$ cat src/logic/coreIsaPkg.sv
`default_nettype none

package coreIsaPkg;

    localparam int Xlen     = 32;
    localparam int RegAddrW = 5;

    // base opcodes that this core decodes
    typedef enum logic [6:0] {
        opOp     = 7'b0110011,
        opImm    = 7'b0010011,
        opLui    = 7'b0110111,
        opBranch = 7'b1100011,
        opJal    = 7'b1101111
    } opcodeE;

    localparam logic [2:0] f3AddSub = 3'b000;
    localparam logic [2:0] f3Sll    = 3'b001;
    localparam logic [2:0] f3Slt    = 3'b010;
    localparam logic [2:0] f3Xor    = 3'b100;
    localparam logic [2:0] f3Srl    = 3'b101;
    localparam logic [2:0] f3Or     = 3'b110;
    localparam logic [2:0] f3And    = 3'b111;
    localparam logic [2:0] f3Bne    = 3'b001;
    localparam logic [6:0] f7Sub    = 7'b0100000;

    typedef struct packed {
        logic [6:0]          funct7;
        logic [RegAddrW-1:0] rs2;
        logic [RegAddrW-1:0] rs1;
        logic [2:0]          funct3;
        logic [RegAddrW-1:0] rd;
        opcodeE              opcode;
    } rFormat;

    typedef struct packed {
        logic [11:0]         imm;
        logic [RegAddrW-1:0] rs1;
        logic [2:0]          funct3;
        logic [RegAddrW-1:0] rd;
        opcodeE              opcode;
    } iFormat;

    // branch offset is scattered over two fields
    typedef struct packed {
        logic                imm12;
        logic [5:0]          imm10to5;
        logic [RegAddrW-1:0] rs2;
        logic [RegAddrW-1:0] rs1;
        logic [2:0]          funct3;
        logic [3:0]          imm4to1;
        logic                imm11;
        opcodeE              opcode;
    } bFormat;

    typedef struct packed {
        logic [19:0]         imm;
        logic [RegAddrW-1:0] rd;
        opcodeE              opcode;
    } uFormat;

    typedef struct packed {
        logic                imm20;
        logic [9:0]          imm10to1;
        logic                imm11;
        logic [7:0]          imm19to12;
        logic [RegAddrW-1:0] rd;
        opcodeE              opcode;
    } jFormat;

    // one word, five views
    typedef union packed {
        rFormat rType;
        iFormat iType;
        bFormat bType;
        uFormat uType;
        jFormat jType;
    } instWord;

endpackage

`default_nettype wire

$ cat src/logic/corePipePkg.sv
`default_nettype none

package corePipePkg;

    typedef enum logic [3:0] {
        aluAdd,
        aluSub,
        aluAnd,
        aluOr,
        aluXor,
        aluSlt,
        aluSll,
        aluSrl,
        aluPassB
    } aluOpE;

    // decode to execute
    typedef struct packed {
        logic                            valid;
        logic [coreIsaPkg::Xlen-1:0]     pc;
        logic [coreIsaPkg::RegAddrW-1:0] rs1;
        logic [coreIsaPkg::RegAddrW-1:0] rs2;
        logic [coreIsaPkg::RegAddrW-1:0] rd;
        logic [coreIsaPkg::Xlen-1:0]     rs1Val;
        logic [coreIsaPkg::Xlen-1:0]     rs2Val;
        logic [coreIsaPkg::Xlen-1:0]     imm;
        aluOpE                           aluOp;
        logic                            useImm;
        logic                            isBranch;
        logic                            branchNe;
        logic                            isJal;
        logic                            writesRd;
    } decodeToExec;

    // execute to result, also the writeback forward
    typedef struct packed {
        logic                            valid;
        logic [coreIsaPkg::RegAddrW-1:0] rd;
        logic                            writesRd;
        logic [coreIsaPkg::Xlen-1:0]     result;
    } execToResult;

    typedef struct packed {
        logic                        taken;
        logic [coreIsaPkg::Xlen-1:0] target;
    } redirect;

endpackage

`default_nettype wire

$ cat src/logic/fetchUnit.sv
`default_nettype none

module fetchUnit #(
    parameter logic [coreIsaPkg::Xlen-1:0] ResetPc = '0
) (
    input  logic                        clock,
    input  logic                        rstN,
    input  corePipePkg::redirect        redir,
    output logic [coreIsaPkg::Xlen-1:0] pc
);

    // redirect from execute wins over the sequential step
    always_ff @(posedge clock or negedge rstN) begin
        if (!rstN) begin
            pc <= ResetPc;
        end else if (redir.taken) begin
            pc <= redir.target;
        end else begin
            pc <= pc + 32'd4;
        end
    end

    // targets come from decoded offsets, so misalignment would mean a bad immediate build
    pcAligned: assert property (
        @(posedge clock) disable iff (!rstN)
        pc[1:0] == 2'b00
    );

endmodule

`default_nettype wire

$ cat src/logic/decodeUnit.sv
`default_nettype none

module decodeUnit (
    input  logic                            clock,
    input  logic                            rstN,
    input  logic [coreIsaPkg::Xlen-1:0]     pc,
    input  logic [coreIsaPkg::Xlen-1:0]     inst,
    input  corePipePkg::redirect            redir,
    output logic [coreIsaPkg::RegAddrW-1:0] rs1Addr,
    output logic [coreIsaPkg::RegAddrW-1:0] rs2Addr,
    input  logic [coreIsaPkg::Xlen-1:0]     rs1Val,
    input  logic [coreIsaPkg::Xlen-1:0]     rs2Val,
    output corePipePkg::decodeToExec        dx
);

    logic                        idValid;
    logic [coreIsaPkg::Xlen-1:0] idPc;
    coreIsaPkg::instWord         idInst;

    // fetch always delivers, only a redirect empties this slot
    always_ff @(posedge clock or negedge rstN) begin
        if (!rstN) begin
            idValid <= 1'b0;
        end else begin
            idValid <= !redir.taken;
        end
    end

    always_ff @(posedge clock) begin
        idPc   <= pc;
        idInst <= inst;
    end

    // rs1/rs2 sit at the same bits in every format that has them
    assign rs1Addr = idInst.rType.rs1;
    assign rs2Addr = idInst.rType.rs2;

    function automatic corePipePkg::aluOpE aluFromFunct(
        input logic [2:0] funct3,
        input logic       isSub
    );
        case (funct3)
            coreIsaPkg::f3AddSub: return isSub ? corePipePkg::aluSub : corePipePkg::aluAdd;
            coreIsaPkg::f3Sll:    return corePipePkg::aluSll;
            coreIsaPkg::f3Slt:    return corePipePkg::aluSlt;
            coreIsaPkg::f3Xor:    return corePipePkg::aluXor;
            coreIsaPkg::f3Srl:    return corePipePkg::aluSrl;
            coreIsaPkg::f3Or:     return corePipePkg::aluOr;
            coreIsaPkg::f3And:    return corePipePkg::aluAnd;
            default:              return corePipePkg::aluAdd;
        endcase
    endfunction

    always_comb begin
        dx        = '0;
        dx.valid  = idValid;
        dx.pc     = idPc;
        dx.rs1    = rs1Addr;
        dx.rs2    = rs2Addr;
        dx.rd     = idInst.rType.rd;
        dx.rs1Val = rs1Val;
        dx.rs2Val = rs2Val;
        dx.aluOp  = corePipePkg::aluAdd;
        case (idInst.rType.opcode)
            coreIsaPkg::opOp: begin
                dx.aluOp    = aluFromFunct(idInst.rType.funct3,
                                           idInst.rType.funct7 == coreIsaPkg::f7Sub);
                dx.writesRd = 1'b1;
            end
            coreIsaPkg::opImm: begin
                dx.imm      = {{20{idInst.iType.imm[11]}}, idInst.iType.imm};
                dx.aluOp    = aluFromFunct(idInst.iType.funct3, 1'b0);
                dx.useImm   = 1'b1;
                dx.writesRd = 1'b1;
            end
            coreIsaPkg::opLui: begin
                dx.imm      = {idInst.uType.imm, 12'b0};
                dx.aluOp    = corePipePkg::aluPassB;
                dx.useImm   = 1'b1;
                dx.writesRd = 1'b1;
            end
            coreIsaPkg::opBranch: begin
                dx.imm      = {{19{idInst.bType.imm12}}, idInst.bType.imm12,
                               idInst.bType.imm11, idInst.bType.imm10to5,
                               idInst.bType.imm4to1, 1'b0};
                dx.isBranch = 1'b1;
                dx.branchNe = idInst.bType.funct3 == coreIsaPkg::f3Bne;
            end
            coreIsaPkg::opJal: begin
                dx.imm      = {{11{idInst.jType.imm20}}, idInst.jType.imm20,
                               idInst.jType.imm19to12, idInst.jType.imm11,
                               idInst.jType.imm10to1, 1'b0};
                dx.isJal    = 1'b1;
                dx.writesRd = 1'b1;
            end
            // anything else flows on as a bubble
            default: ;
        endcase
    end

endmodule

`default_nettype wire

$ cat src/logic/executeUnit.sv
`default_nettype none

module executeUnit (
    input  logic                     clock,
    input  logic                     rstN,
    input  corePipePkg::decodeToExec dx,
    input  corePipePkg::execToResult wbFwd,
    output corePipePkg::redirect     redir,
    output corePipePkg::execToResult xr
);

    logic                        exValid;
    corePipePkg::decodeToExec    dxQ;
    logic                        fwdA;
    logic                        fwdB;
    logic [coreIsaPkg::Xlen-1:0] opA;
    logic [coreIsaPkg::Xlen-1:0] opB;
    logic [coreIsaPkg::Xlen-1:0] aluB;
    logic [coreIsaPkg::Xlen-1:0] aluOut;
    logic                        branchTaken;

    // the entry behind a taken branch or jal is the first one lost
    always_ff @(posedge clock or negedge rstN) begin
        if (!rstN) begin
            exValid <= 1'b0;
        end else begin
            exValid <= dx.valid && !redir.taken;
        end
    end

    always_ff @(posedge clock) begin
        dxQ <= dx;
    end

    // writeback register holds the one result the register file missed
    assign fwdA = wbFwd.valid && wbFwd.writesRd && (wbFwd.rd != '0) && (wbFwd.rd == dxQ.rs1);
    assign fwdB = wbFwd.valid && wbFwd.writesRd && (wbFwd.rd != '0) && (wbFwd.rd == dxQ.rs2);

    assign opA  = fwdA ? wbFwd.result : dxQ.rs1Val;
    assign opB  = fwdB ? wbFwd.result : dxQ.rs2Val;
    assign aluB = dxQ.useImm ? dxQ.imm : opB;

    always_comb begin
        case (dxQ.aluOp)
            corePipePkg::aluAdd:   aluOut = opA + aluB;
            corePipePkg::aluSub:   aluOut = opA - aluB;
            corePipePkg::aluAnd:   aluOut = opA & aluB;
            corePipePkg::aluOr:    aluOut = opA | aluB;
            corePipePkg::aluXor:   aluOut = opA ^ aluB;
            corePipePkg::aluSlt:   aluOut = {31'b0, $signed(opA) < $signed(aluB)};
            corePipePkg::aluSll:   aluOut = opA << aluB[4:0];
            corePipePkg::aluSrl:   aluOut = opA >> aluB[4:0];
            corePipePkg::aluPassB: aluOut = aluB;
            default:               aluOut = '0;
        endcase
    end

    // beq when equal, bne when not
    assign branchTaken = dxQ.isBranch && ((opA == opB) != dxQ.branchNe);

    assign redir.taken  = exValid && (branchTaken || dxQ.isJal);
    assign redir.target = dxQ.pc + dxQ.imm;

    assign xr.valid    = exValid;
    assign xr.rd       = dxQ.rd;
    assign xr.writesRd = dxQ.writesRd;
    assign xr.result   = dxQ.isJal ? dxQ.pc + 32'd4 : aluOut;

    // the squashed entry behind a redirect must never steer fetch
    redirSquashesNext: assert property (
        @(posedge clock) disable iff (!rstN)
        redir.taken |=> !redir.taken
    );

endmodule

`default_nettype wire

$ cat src/logic/resultUnit.sv
`default_nettype none

module resultUnit (
    input  logic                            clock,
    input  logic                            rstN,
    input  corePipePkg::execToResult        xr,
    input  logic [coreIsaPkg::RegAddrW-1:0] rs1Addr,
    input  logic [coreIsaPkg::RegAddrW-1:0] rs2Addr,
    output logic [coreIsaPkg::Xlen-1:0]     rs1Val,
    output logic [coreIsaPkg::Xlen-1:0]     rs2Val,
    output corePipePkg::execToResult        wbFwd,
    output logic                            retireValid,
    output logic [coreIsaPkg::RegAddrW-1:0] retireRd,
    output logic [coreIsaPkg::Xlen-1:0]     retireData
);

    logic                        wbValid;
    corePipePkg::execToResult    xrQ;
    logic                        wbWrite;
    logic [coreIsaPkg::Xlen-1:0] regFile [32];

    always_ff @(posedge clock or negedge rstN) begin
        if (!rstN) begin
            wbValid <= 1'b0;
        end else begin
            wbValid <= xr.valid;
        end
    end

    always_ff @(posedge clock) begin
        xrQ <= xr;
        // x0 holds no value, so its result is dropped on capture
        if (xr.rd == '0) begin
            xrQ.result <= '0;
        end
    end

    // x0 is never written
    assign wbWrite = wbValid && xrQ.writesRd && (xrQ.rd != '0);

    always_ff @(posedge clock) begin
        if (wbWrite) begin
            regFile[xrQ.rd] <= xrQ.result;
        end
    end

    // reads see the value landing at this edge
    always_comb begin
        if (rs1Addr == '0) begin
            rs1Val = '0;
        end else if (wbWrite && (rs1Addr == xrQ.rd)) begin
            rs1Val = xrQ.result;
        end else begin
            rs1Val = regFile[rs1Addr];
        end
        if (rs2Addr == '0) begin
            rs2Val = '0;
        end else if (wbWrite && (rs2Addr == xrQ.rd)) begin
            rs2Val = xrQ.result;
        end else begin
            rs2Val = regFile[rs2Addr];
        end
    end

    assign wbFwd.valid    = wbValid;
    assign wbFwd.rd       = xrQ.rd;
    assign wbFwd.writesRd = xrQ.writesRd;
    assign wbFwd.result   = xrQ.result;

    assign retireValid = wbValid && xrQ.writesRd;
    assign retireRd    = xrQ.rd;
    assign retireData  = xrQ.result;

    x0RetiresZero: assert property (
        @(posedge clock) disable iff (!rstN)
        (retireValid && retireRd == '0) |-> retireData == '0
    );

endmodule

`default_nettype wire

$ cat src/logic/fireCore.sv
`default_nettype none

module fireCore #(
    parameter logic [coreIsaPkg::Xlen-1:0] ResetPc = '0
) (
    input  logic                            clock,
    input  logic                            rstN,
    input  logic [coreIsaPkg::Xlen-1:0]     inst,
    output logic [coreIsaPkg::Xlen-1:0]     pc,
    output logic                            retireValid,
    output logic [coreIsaPkg::RegAddrW-1:0] retireRd,
    output logic [coreIsaPkg::Xlen-1:0]     retireData
);

    corePipePkg::redirect            redir;
    corePipePkg::decodeToExec        dx;
    corePipePkg::execToResult        xr;
    corePipePkg::execToResult        wbFwd;
    logic [coreIsaPkg::RegAddrW-1:0] rs1Addr;
    logic [coreIsaPkg::RegAddrW-1:0] rs2Addr;
    logic [coreIsaPkg::Xlen-1:0]     rs1Val;
    logic [coreIsaPkg::Xlen-1:0]     rs2Val;

    fetchUnit #(
        .ResetPc(ResetPc)
    ) uFetch (
        .clock(clock),
        .rstN (rstN),
        .redir(redir),
        .pc   (pc)
    );

    decodeUnit uDecode (
        .clock  (clock),
        .rstN   (rstN),
        .pc     (pc),
        .inst   (inst),
        .redir  (redir),
        .rs1Addr(rs1Addr),
        .rs2Addr(rs2Addr),
        .rs1Val (rs1Val),
        .rs2Val (rs2Val),
        .dx     (dx)
    );

    executeUnit uExecute (
        .clock(clock),
        .rstN (rstN),
        .dx   (dx),
        .wbFwd(wbFwd),
        .redir(redir),
        .xr   (xr)
    );

    resultUnit uResult (
        .clock      (clock),
        .rstN       (rstN),
        .xr         (xr),
        .rs1Addr    (rs1Addr),
        .rs2Addr    (rs2Addr),
        .rs1Val     (rs1Val),
        .rs2Val     (rs2Val),
        .wbFwd      (wbFwd),
        .retireValid(retireValid),
        .retireRd   (retireRd),
        .retireData (retireData)
    );

endmodule

`default_nettype wire

$ cat config.mk
export PLATFORM = sky130hd
export DESIGN_NAME = fireCore
export DESIGN_NICKNAME = d
export VERILOG_FILES = /design/src/logic/coreIsaPkg.sv /design/src/logic/corePipePkg.sv /design/src/logic/fetchUnit.sv /design/src/logic/decodeUnit.sv /design/src/logic/executeUnit.sv /design/src/logic/resultUnit.sv /design/src/logic/fireCore.sv
export SDC_FILE = /design/constraint.sdc
export NUM_CORES = 2
export LEC_CHECK = 0
export CORE_UTILIZATION = 55
export DETAILED_ROUTE_END_ITERATION = 16
export DONT_BUFFER_PORTS = 1
export PLACE_DENSITY = 0.72
export SYNTH_ARGS = -nofsm -noshare
export SYNTH_HDL_FRONTEND = slang
export SYNTH_SLANG_ARGS = --single-unit
$ cat constraint.sdc
create_clock -name clock -period 4.9 [get_ports clock]
set_input_delay 0.49 -clock clock [delete_from_list [all_inputs] [get_ports clock]]
set_output_delay 0.49 -clock clock [all_outputs]
set_load 0.01 [all_outputs]
=== Word level (Yosys, flattened, before mapping) ===
Memories as Yosys holds them, arrays and structs flattened. A register that Yosys moved wholly into a read port is not among the register bits.
Index checks and enable logic that the tools add are counted.

* Flip-flop bits (word level): 225
* Memory bits (writable): 1,024
* Bits of input ports: 34
* Output and inout port bits: 70
* Logic and storage cells: 90
* Memories: 1

* Add/sub/neg operators: 5
* Order comparisons: 1
* Equality and inequality tests: 24
* Shifts and indexed selects: 2
* Mux-type cells: 17
* Bitwise logic cells: 3
* Reductions and logical operators: 17

{| class="wikitable"
|+ Memory list
! memory !! words !! width !! read ports !! clocked after memory_dff !! write ports !! line !! RTL
|-
| uResult.regFile || 32 || 32 || 2 || 2 || 1 || resultUnit.sv:20 || <nowiki>logic [coreIsaPkg::Xlen-1:0] regFile [32];</nowiki>
|}

{| class="wikitable"
|+ Operators with widths
! cell !! number
|-
| case mux 32 bit (9 select lines) || 1
|-
| 2-to-1 mux 32 bit || 5
|-
| case mux 32 bit (4 select lines) || 1
|-
| adder 32 x 3 -> 32 bit (second input constant) || 2
|-
| adder 32 bit || 2
|-
| AND 32 bit || 1
|-
| == test 32 bit || 1
|-
| less-than comparator 32 bit || 1
|-
| bitwise OR 32 bit || 1
|-
| left shift 32 x 5 -> 32 bit || 1
|-
| right shift 32 x 5 -> 32 bit || 1
|-
| subtractor 32 bit || 1
|-
| XOR 32 bit || 1
|-
| case mux 4 bit (7 select lines) || 1
|-
| == test 7 x 6 -> 1 bit (second input constant) || 3
|-
| case mux 3 bit (6 select lines) || 1
|-
| == test 4 x 3 -> 1 bit (second input constant) || 4
|-
| logical NOT 5 bit || 3
|-
| == test 7 bit (second input constant) || 2
|-
| == test 3 bit (second input constant) || 4
|-
| case mux 4 bit (3 select lines) || 1
|-
| == test 5 bit || 2
|-
| == test 4 x 2 -> 1 bit (second input constant) || 2
|-
| == test 7 x 5 -> 1 bit (second input constant) || 1
|-
| 15 further kinds || 26
|}

=== Depth between registers and ports, before layout ===
* Depth after elaboration: 11
* Depth in mapped cells: 23
* Gate-level depth less buffers: 19

=== By module ===
A second synthesis with hierarchy kept.

* Cell total of the unflattened synthesis: 5,332
* Area, all modules: 70,101.0 sq um

{| class="wikitable"
|+ Modules (own cells, without submodules)
! module !! times used !! cells each !! area each (sq um) !! sequential area each (sq um)
|-
| resultUnit || 1 || 2,811 || 49,681.4 || 31,535.2
|-
| executeUnit || 1 || 2,097 || 16,046.6 || 3,067.9
|-
| decodeUnit || 1 || 237 || 2,633.8 || 1,306.3
|-
| fetchUnit || 1 || 187 || 1,739.2 || 800.8
|}

=== Worst setup path after synthesis ===
OpenSTA, ideal clock, no wires.

* Path type: reg2reg
* Start point: reg uResult.xrQ, in the netlist uResult.retireRd[3]
* End point: reg uResult.xrQ, in the netlist uResult.retireData[0]
* Setup time: 0.086 ns
* Arrival: 4.985 ns
* Required time: 4.814 ns
* Path slack: -0.170 ns
* Stages on the path, launching flop included: 21
* Path buffers: 3
* Clock period less this slack: 5.070 ns
* Cells stage by stage: dfxtp_1 > or3_1 > buf_2 > o211ai_2 > nor2_4 > o311ai_4 > clkbuf_1 > clkbuf_1 > ha_1 > inv_1 > fa_1 > a211o_1 > a21oi_1 > a2111o_1 > a21oi_1 > nor3_1 > nor2_1 > o22ai_1 > o31ai_1 > a2111o_1 > a211oi_1

* Word-level cells in the longest chain between the ends: 8
* Elaborated cells between the ends (all ways): 19
* Classes of those cells: add/sub: 2; order compare: 1; eq/ne: 2; shift: 2; mux: 5; bitwise: 3; reduce/logical: 4

{| class="wikitable"
|+ Ends and longest elaborated chain
! item !! line !! RTL
|-
| start, declared || resultUnit.sv:18 || <nowiki>corePipePkg::execToResult xrQ;</nowiki>
|-
| start signal, assigned || resultUnit.sv:31 || <nowiki>xrQ <= xr;</nowiki>
|-
| nonzero test 5 bit || executeUnit.sv:36, executeUnit.sv:37 ||
|-
| logical AND 1 bit || executeUnit.sv:36, executeUnit.sv:37 ||
|-
| logical AND 1 bit || executeUnit.sv:37 || <nowiki>assign fwdB = wbFwd.valid && wbFwd.writesRd && (wbFwd.rd != '0) && (wbFwd.rd == dxQ.rs2);</nowiki>
|-
| 2-to-1 mux 32 bit || executeUnit.sv:40 || <nowiki>assign opB = fwdB ? wbFwd.result : dxQ.rs2Val;</nowiki>
|-
| 2-to-1 mux 32 bit || executeUnit.sv:41 || <nowiki>assign aluB = dxQ.useImm ? dxQ.imm : opB;</nowiki>
|-
| subtractor 32 bit, or another cell as far along || executeUnit.sv:46 || <nowiki>corePipePkg::aluSub: aluOut = opA - aluB;</nowiki>
|-
| case mux 32 bit (9 select lines) * || executeUnit.sv:44 || <nowiki>case (dxQ.aluOp)</nowiki>
|-
| 2-to-1 mux 32 bit * || executeUnit.sv:67 || <nowiki>assign xr.result = dxQ.isJal ? dxQ.pc + 32'd4 : aluOut;</nowiki>
|}

Every way passes the cells marked *; elsewhere a longest branch is shown, timed or not.
A chain may end at the register's enable or synchronous reset.

=== Worst setup path after layout ===
* Start point: reg uResult.xrQ, in the netlist uResult.retireRd[3]
* End point: reg uResult.xrQ, in the netlist uResult.retireData[27]

* Word-level cells in the longest chain between the ends: 8
* Elaborated cells between the ends (all ways): 18
* Classes of those cells: add/sub: 2; eq/ne: 2; shift: 2; mux: 5; bitwise: 3; reduce/logical: 4

{| class="wikitable"
|+ Ends and longest elaborated chain
! item !! line
|-
| nonzero test 5 bit || executeUnit.sv:36, executeUnit.sv:37
|-
| logical AND 1 bit || executeUnit.sv:36, executeUnit.sv:37
|-
| logical AND 1 bit || executeUnit.sv:37
|-
| 2-to-1 mux 32 bit || executeUnit.sv:40
|-
| 2-to-1 mux 32 bit || executeUnit.sv:41
|-
| subtractor 32 bit, or another cell as far along || executeUnit.sv:46
|-
| case mux 32 bit (9 select lines) * || executeUnit.sv:44
|-
| 2-to-1 mux 32 bit * || executeUnit.sv:67
|}

Marked as above.

==> out/qor.txt <==
most used cell, CP: buf_4
Critical-path top delay cell: or4_1
switching part of the total: 0.3146
Synth area leaders: edfxtp_1 45%, mux4_2 18%, dfxtp_1 7.4%
WL/cell: 35.97 µm
DR vias: 47,790
Max H-tree Level: 4
arrival time worst endpoint: 5420 ps
max-cap viol count: 0
worst setup margin: 118.3 ps
post-synth top area share: 0.4501
# clock sinks: 1,313
YS warnings: 0
combinational share of power: 0.229
CP Capture Type: flip-flop
FF+latch area: 0.03675 mm²
final worst path period need: 4782 ps
initial core utilization: 0.5576
I/O Buffers: 0
Post-synth EDFFs: 1,024
Int Power: 0.02185 W
TritonCTS clock tree: yes
num rows: 128
CP max stage delay: 450 ps
Reg power frac: 0.447
die height: 354.4 µm
TritonRoute pass-1 iters: 7
final hold viol count: 0
CTS clock-pin slew for the worst setup and hold paths: 60 ps
Hold Crit Class: input pin to asynchronous set/reset pin
Clock Latency Late Sink: 800 ps
Most used DFF post-synth: edfxtp_1
fmax: 0.2091 GHz
DP Wirelength: 160.4 mm
layout net count: 5,158
pre-CTS WS: -362.9 ps
CP cell instances: or3_1 > buf_4 > o211ai_4 > buf_4 > o21ai_0 > a31o_2 > ha_4 > nor2b_1 > or4_1 > o211ai_1 > a211oi_1 > buf_4 > or2_2 > o31ai_2 > nand2_1 > a221o_1 > a31oi_1 > o21ai_0
share of layout cells above drive strength 1: 0.2694
RSZ-0062 raised after global routing: true
top-count cell post-synth: edfxtp_1
clock share of power: 0.325
Ports: 104
final setup fails: 0
Setup crit start kind: flip-flop
Worst slew margin: 0.1765
area of the multi-input gates: 0.03016 mm²
Final Max Slew Viols: 0
routability cong.: 1.105
total global-route track usage: 0.3831
Async SR Flop Fraction: 0.02666
Clock Skew: 61.87 ps
GRT overflow: 0
initial antenna violation count: 7
CP Data Required Time: 5540 ps
Num CTS Buffers: 138
Fillers: 8,848
power density cells: 410.3 mW/mm²
Synth area leader: edfxtp_1
synthesis-to-finish area growth: 13.74%
Synth Instances: 4,728
run status: finished clean
Mapped Avg Cell Area: 14.45 µm²
Leak: 28.19 nW
vias in the first global route: 46,630
crit share post-route: 0.9759
sequential fraction of the synthesis area: 0.5373
Max clock buf depth: 3
DRT iter0 DRCs: 7,129
core box area: 0.1225 mm²
Routed Antenna Nets: 0
Worst Max-Slew Pin Slew: 1229 ps
P_sw: 0.01003 W
maximum vdd drop: 392.1 µV
DIE WIDTH: 354.4 µm
Final Hold Slack: 200.9 ps
synth unique cells: 93
global-route wire length before repair: 340.6 mm
Vias/cell: 7.105
DRT Wirelength: 241.9 mm
DRC violations left: 0
post-synthesis sequential element count: 1,313
crit path max fanout: 7
synth cell count leaders: 1,024 x edfxtp_1, 544 x mux4_2, 347 x mux2i_1
Crit Path Category: flip-flop to flip-flop
CTS root buf: clkbuf_16
pin count of the biggest net entering global routing: 94
Die ar.: 0.1256 mm²
Netlist Area Pre-Place: 0.06832 mm²
-- path summary, 6_finish.rpt --
path / from / endpoint / slack (ps) / cells past startpoint
max in group asynchronous: rstN / uFetch.pc[0] / 4470 / 2
min: rstN / uFetch.pc[11] / 200 / 2
max: uResult.retireRd[3] / uResult.retireData[27] / 120 / 18
min reg2reg: uDecode.idPc[7] / uExecute.dxQ[127] / 300 / 0
min in group clock: inst[20] / uDecode.idInst[20] / 240 / 1
max reg2reg: uResult.retireRd[3] / uResult.retireData[27] / 120 / 18
-- flip-flops by register name, indices dropped and copies added, names as in the netlist --
| signal | cells |
|---|---|
| uResult.wbValid | 1 |
| uDecode.idValid | 1 |
| uExecute.exValid | 1 |
| uResult.wbFwd | 1 |
| uDecode.idPc | 32 |
| uDecode.idInst | 32 |
| uResult.retireData | 32 |
| uExecute.xr | 6 |
| uResult.regFile | 1024 |
| uResult.retireRd | 5 |
| uFetch.pc | 32 |
| uExecute.dxQ | 146 |
-- kinds of logic (layout without fill, tap and decap cells) --
family	Yosys count	in the layout	synth area share
multiplexers	984	984	0.2457
buffers and inverters	487	828	0.03042
XOR/XNOR	161	161	0.02064
adder cells (fa/ha/maj)	133	133	0.02469
AO/OA/AOI/OAI	832	832	0.08512
other	1	33	0.00005489
AND/OR/NAND/NOR	817	817	0.05602
flip-flops	1313	1313	0.5373
-- layout make-up --
type                       count  area share
sequential                  1313      0.4729
multi-input combinational   2959      0.3881
timing repair buffer         464     0.04980
clock buffer                 182     0.04764
tap                         1625     0.02616
clock inverter                67    0.009790
inverter                     115    0.005555
antenna                        1  0.00003220
-- layout by cell type (no fill, tap or decap), drive strengths merged, types with 19 or more instances in the layout --
| cell type | count |
|---|---|
| conb | 32 |
| inv | 118 |
| xor2 | 62 |
| mux2i | 347 |
| clkinv | 58 |
| xnor2 | 99 |
| buf | 431 |
| nor2 | 321 |
| nor3 | 62 |
| nand3 | 58 |
| and2 | 20 |
| dlygate4sd3 | 33 |
| dfxtp | 254 |
| mux4 | 544 |
| edfxtp | 1024 |
| nand2 | 175 |
| o22ai | 64 |
| o221ai | 27 |
| a21o | 66 |
| mux2 | 93 |
| a221oi | 65 |
| and3 | 29 |
| nand2b | 42 |
| a31oi | 28 |
| dfrtp | 35 |
| o211ai | 46 |
| a21oi | 155 |
| o21ai | 105 |
| a211oi | 113 |
| nor2b | 19 |
| ha | 130 |
| clkbuf | 182 |
-- routing by layer --
layer,wire length (µm),track usage,up-vias
li1,-,-,19380
met1,90170,0.5289,24170
met2,107100,0.5635,3498
met3,28170,0.08211,726
met4,16380,0.2253,10
met5,67,0,-
-- timing repair --
action | CTS | global route
endpoints found under the hold margin | 67 | 0
setup buffers | 0 | 3
setup endpoints to repair | 10 | 30
hold buffers | 34 | 0
gates resized for setup | 5 | 42
pin swaps | 0 | 9
-- through the flow --
stage	cell area [µm²]	instances	utilization	total power [W]	setup TNS, ps
2_1_floorplan	68440	4759	-	0.01832	0
3_3_place_gp	72660	6439	0.5930	0.02135	-1431
3_5_place_dp	72660	6439	0.5930	0.02137	-1636
4_1_cts	77490	6722	0.6325	0.03164	0
5_1_grt	77700	6725	0.6342	0.03268	-272.6
6_report	77710	6726	0.6343	0.03188	0
-- critical path: cells and delay by family, from the launching register on --
family                     cells  cell delay [ps]
buffers and inverters          3              560
and+or+nand+nor                5             1360
adders and majority gates      1              330
AOI/OAI and AO/OA              9             2100
DFF                            1              300
-- power groups by stage --
stage               clock [W]  combinational [W]  sequential [W]
floorplan                   0            0.00359          0.0147
global placement            0            0.00693          0.0144
detailed placement          0            0.00695          0.0144
CTS                    0.0104            0.00702          0.0142
global route           0.0108            0.00761          0.0142
finish                 0.0104            0.00729          0.0142
Power figures use the tool's default switching activity.
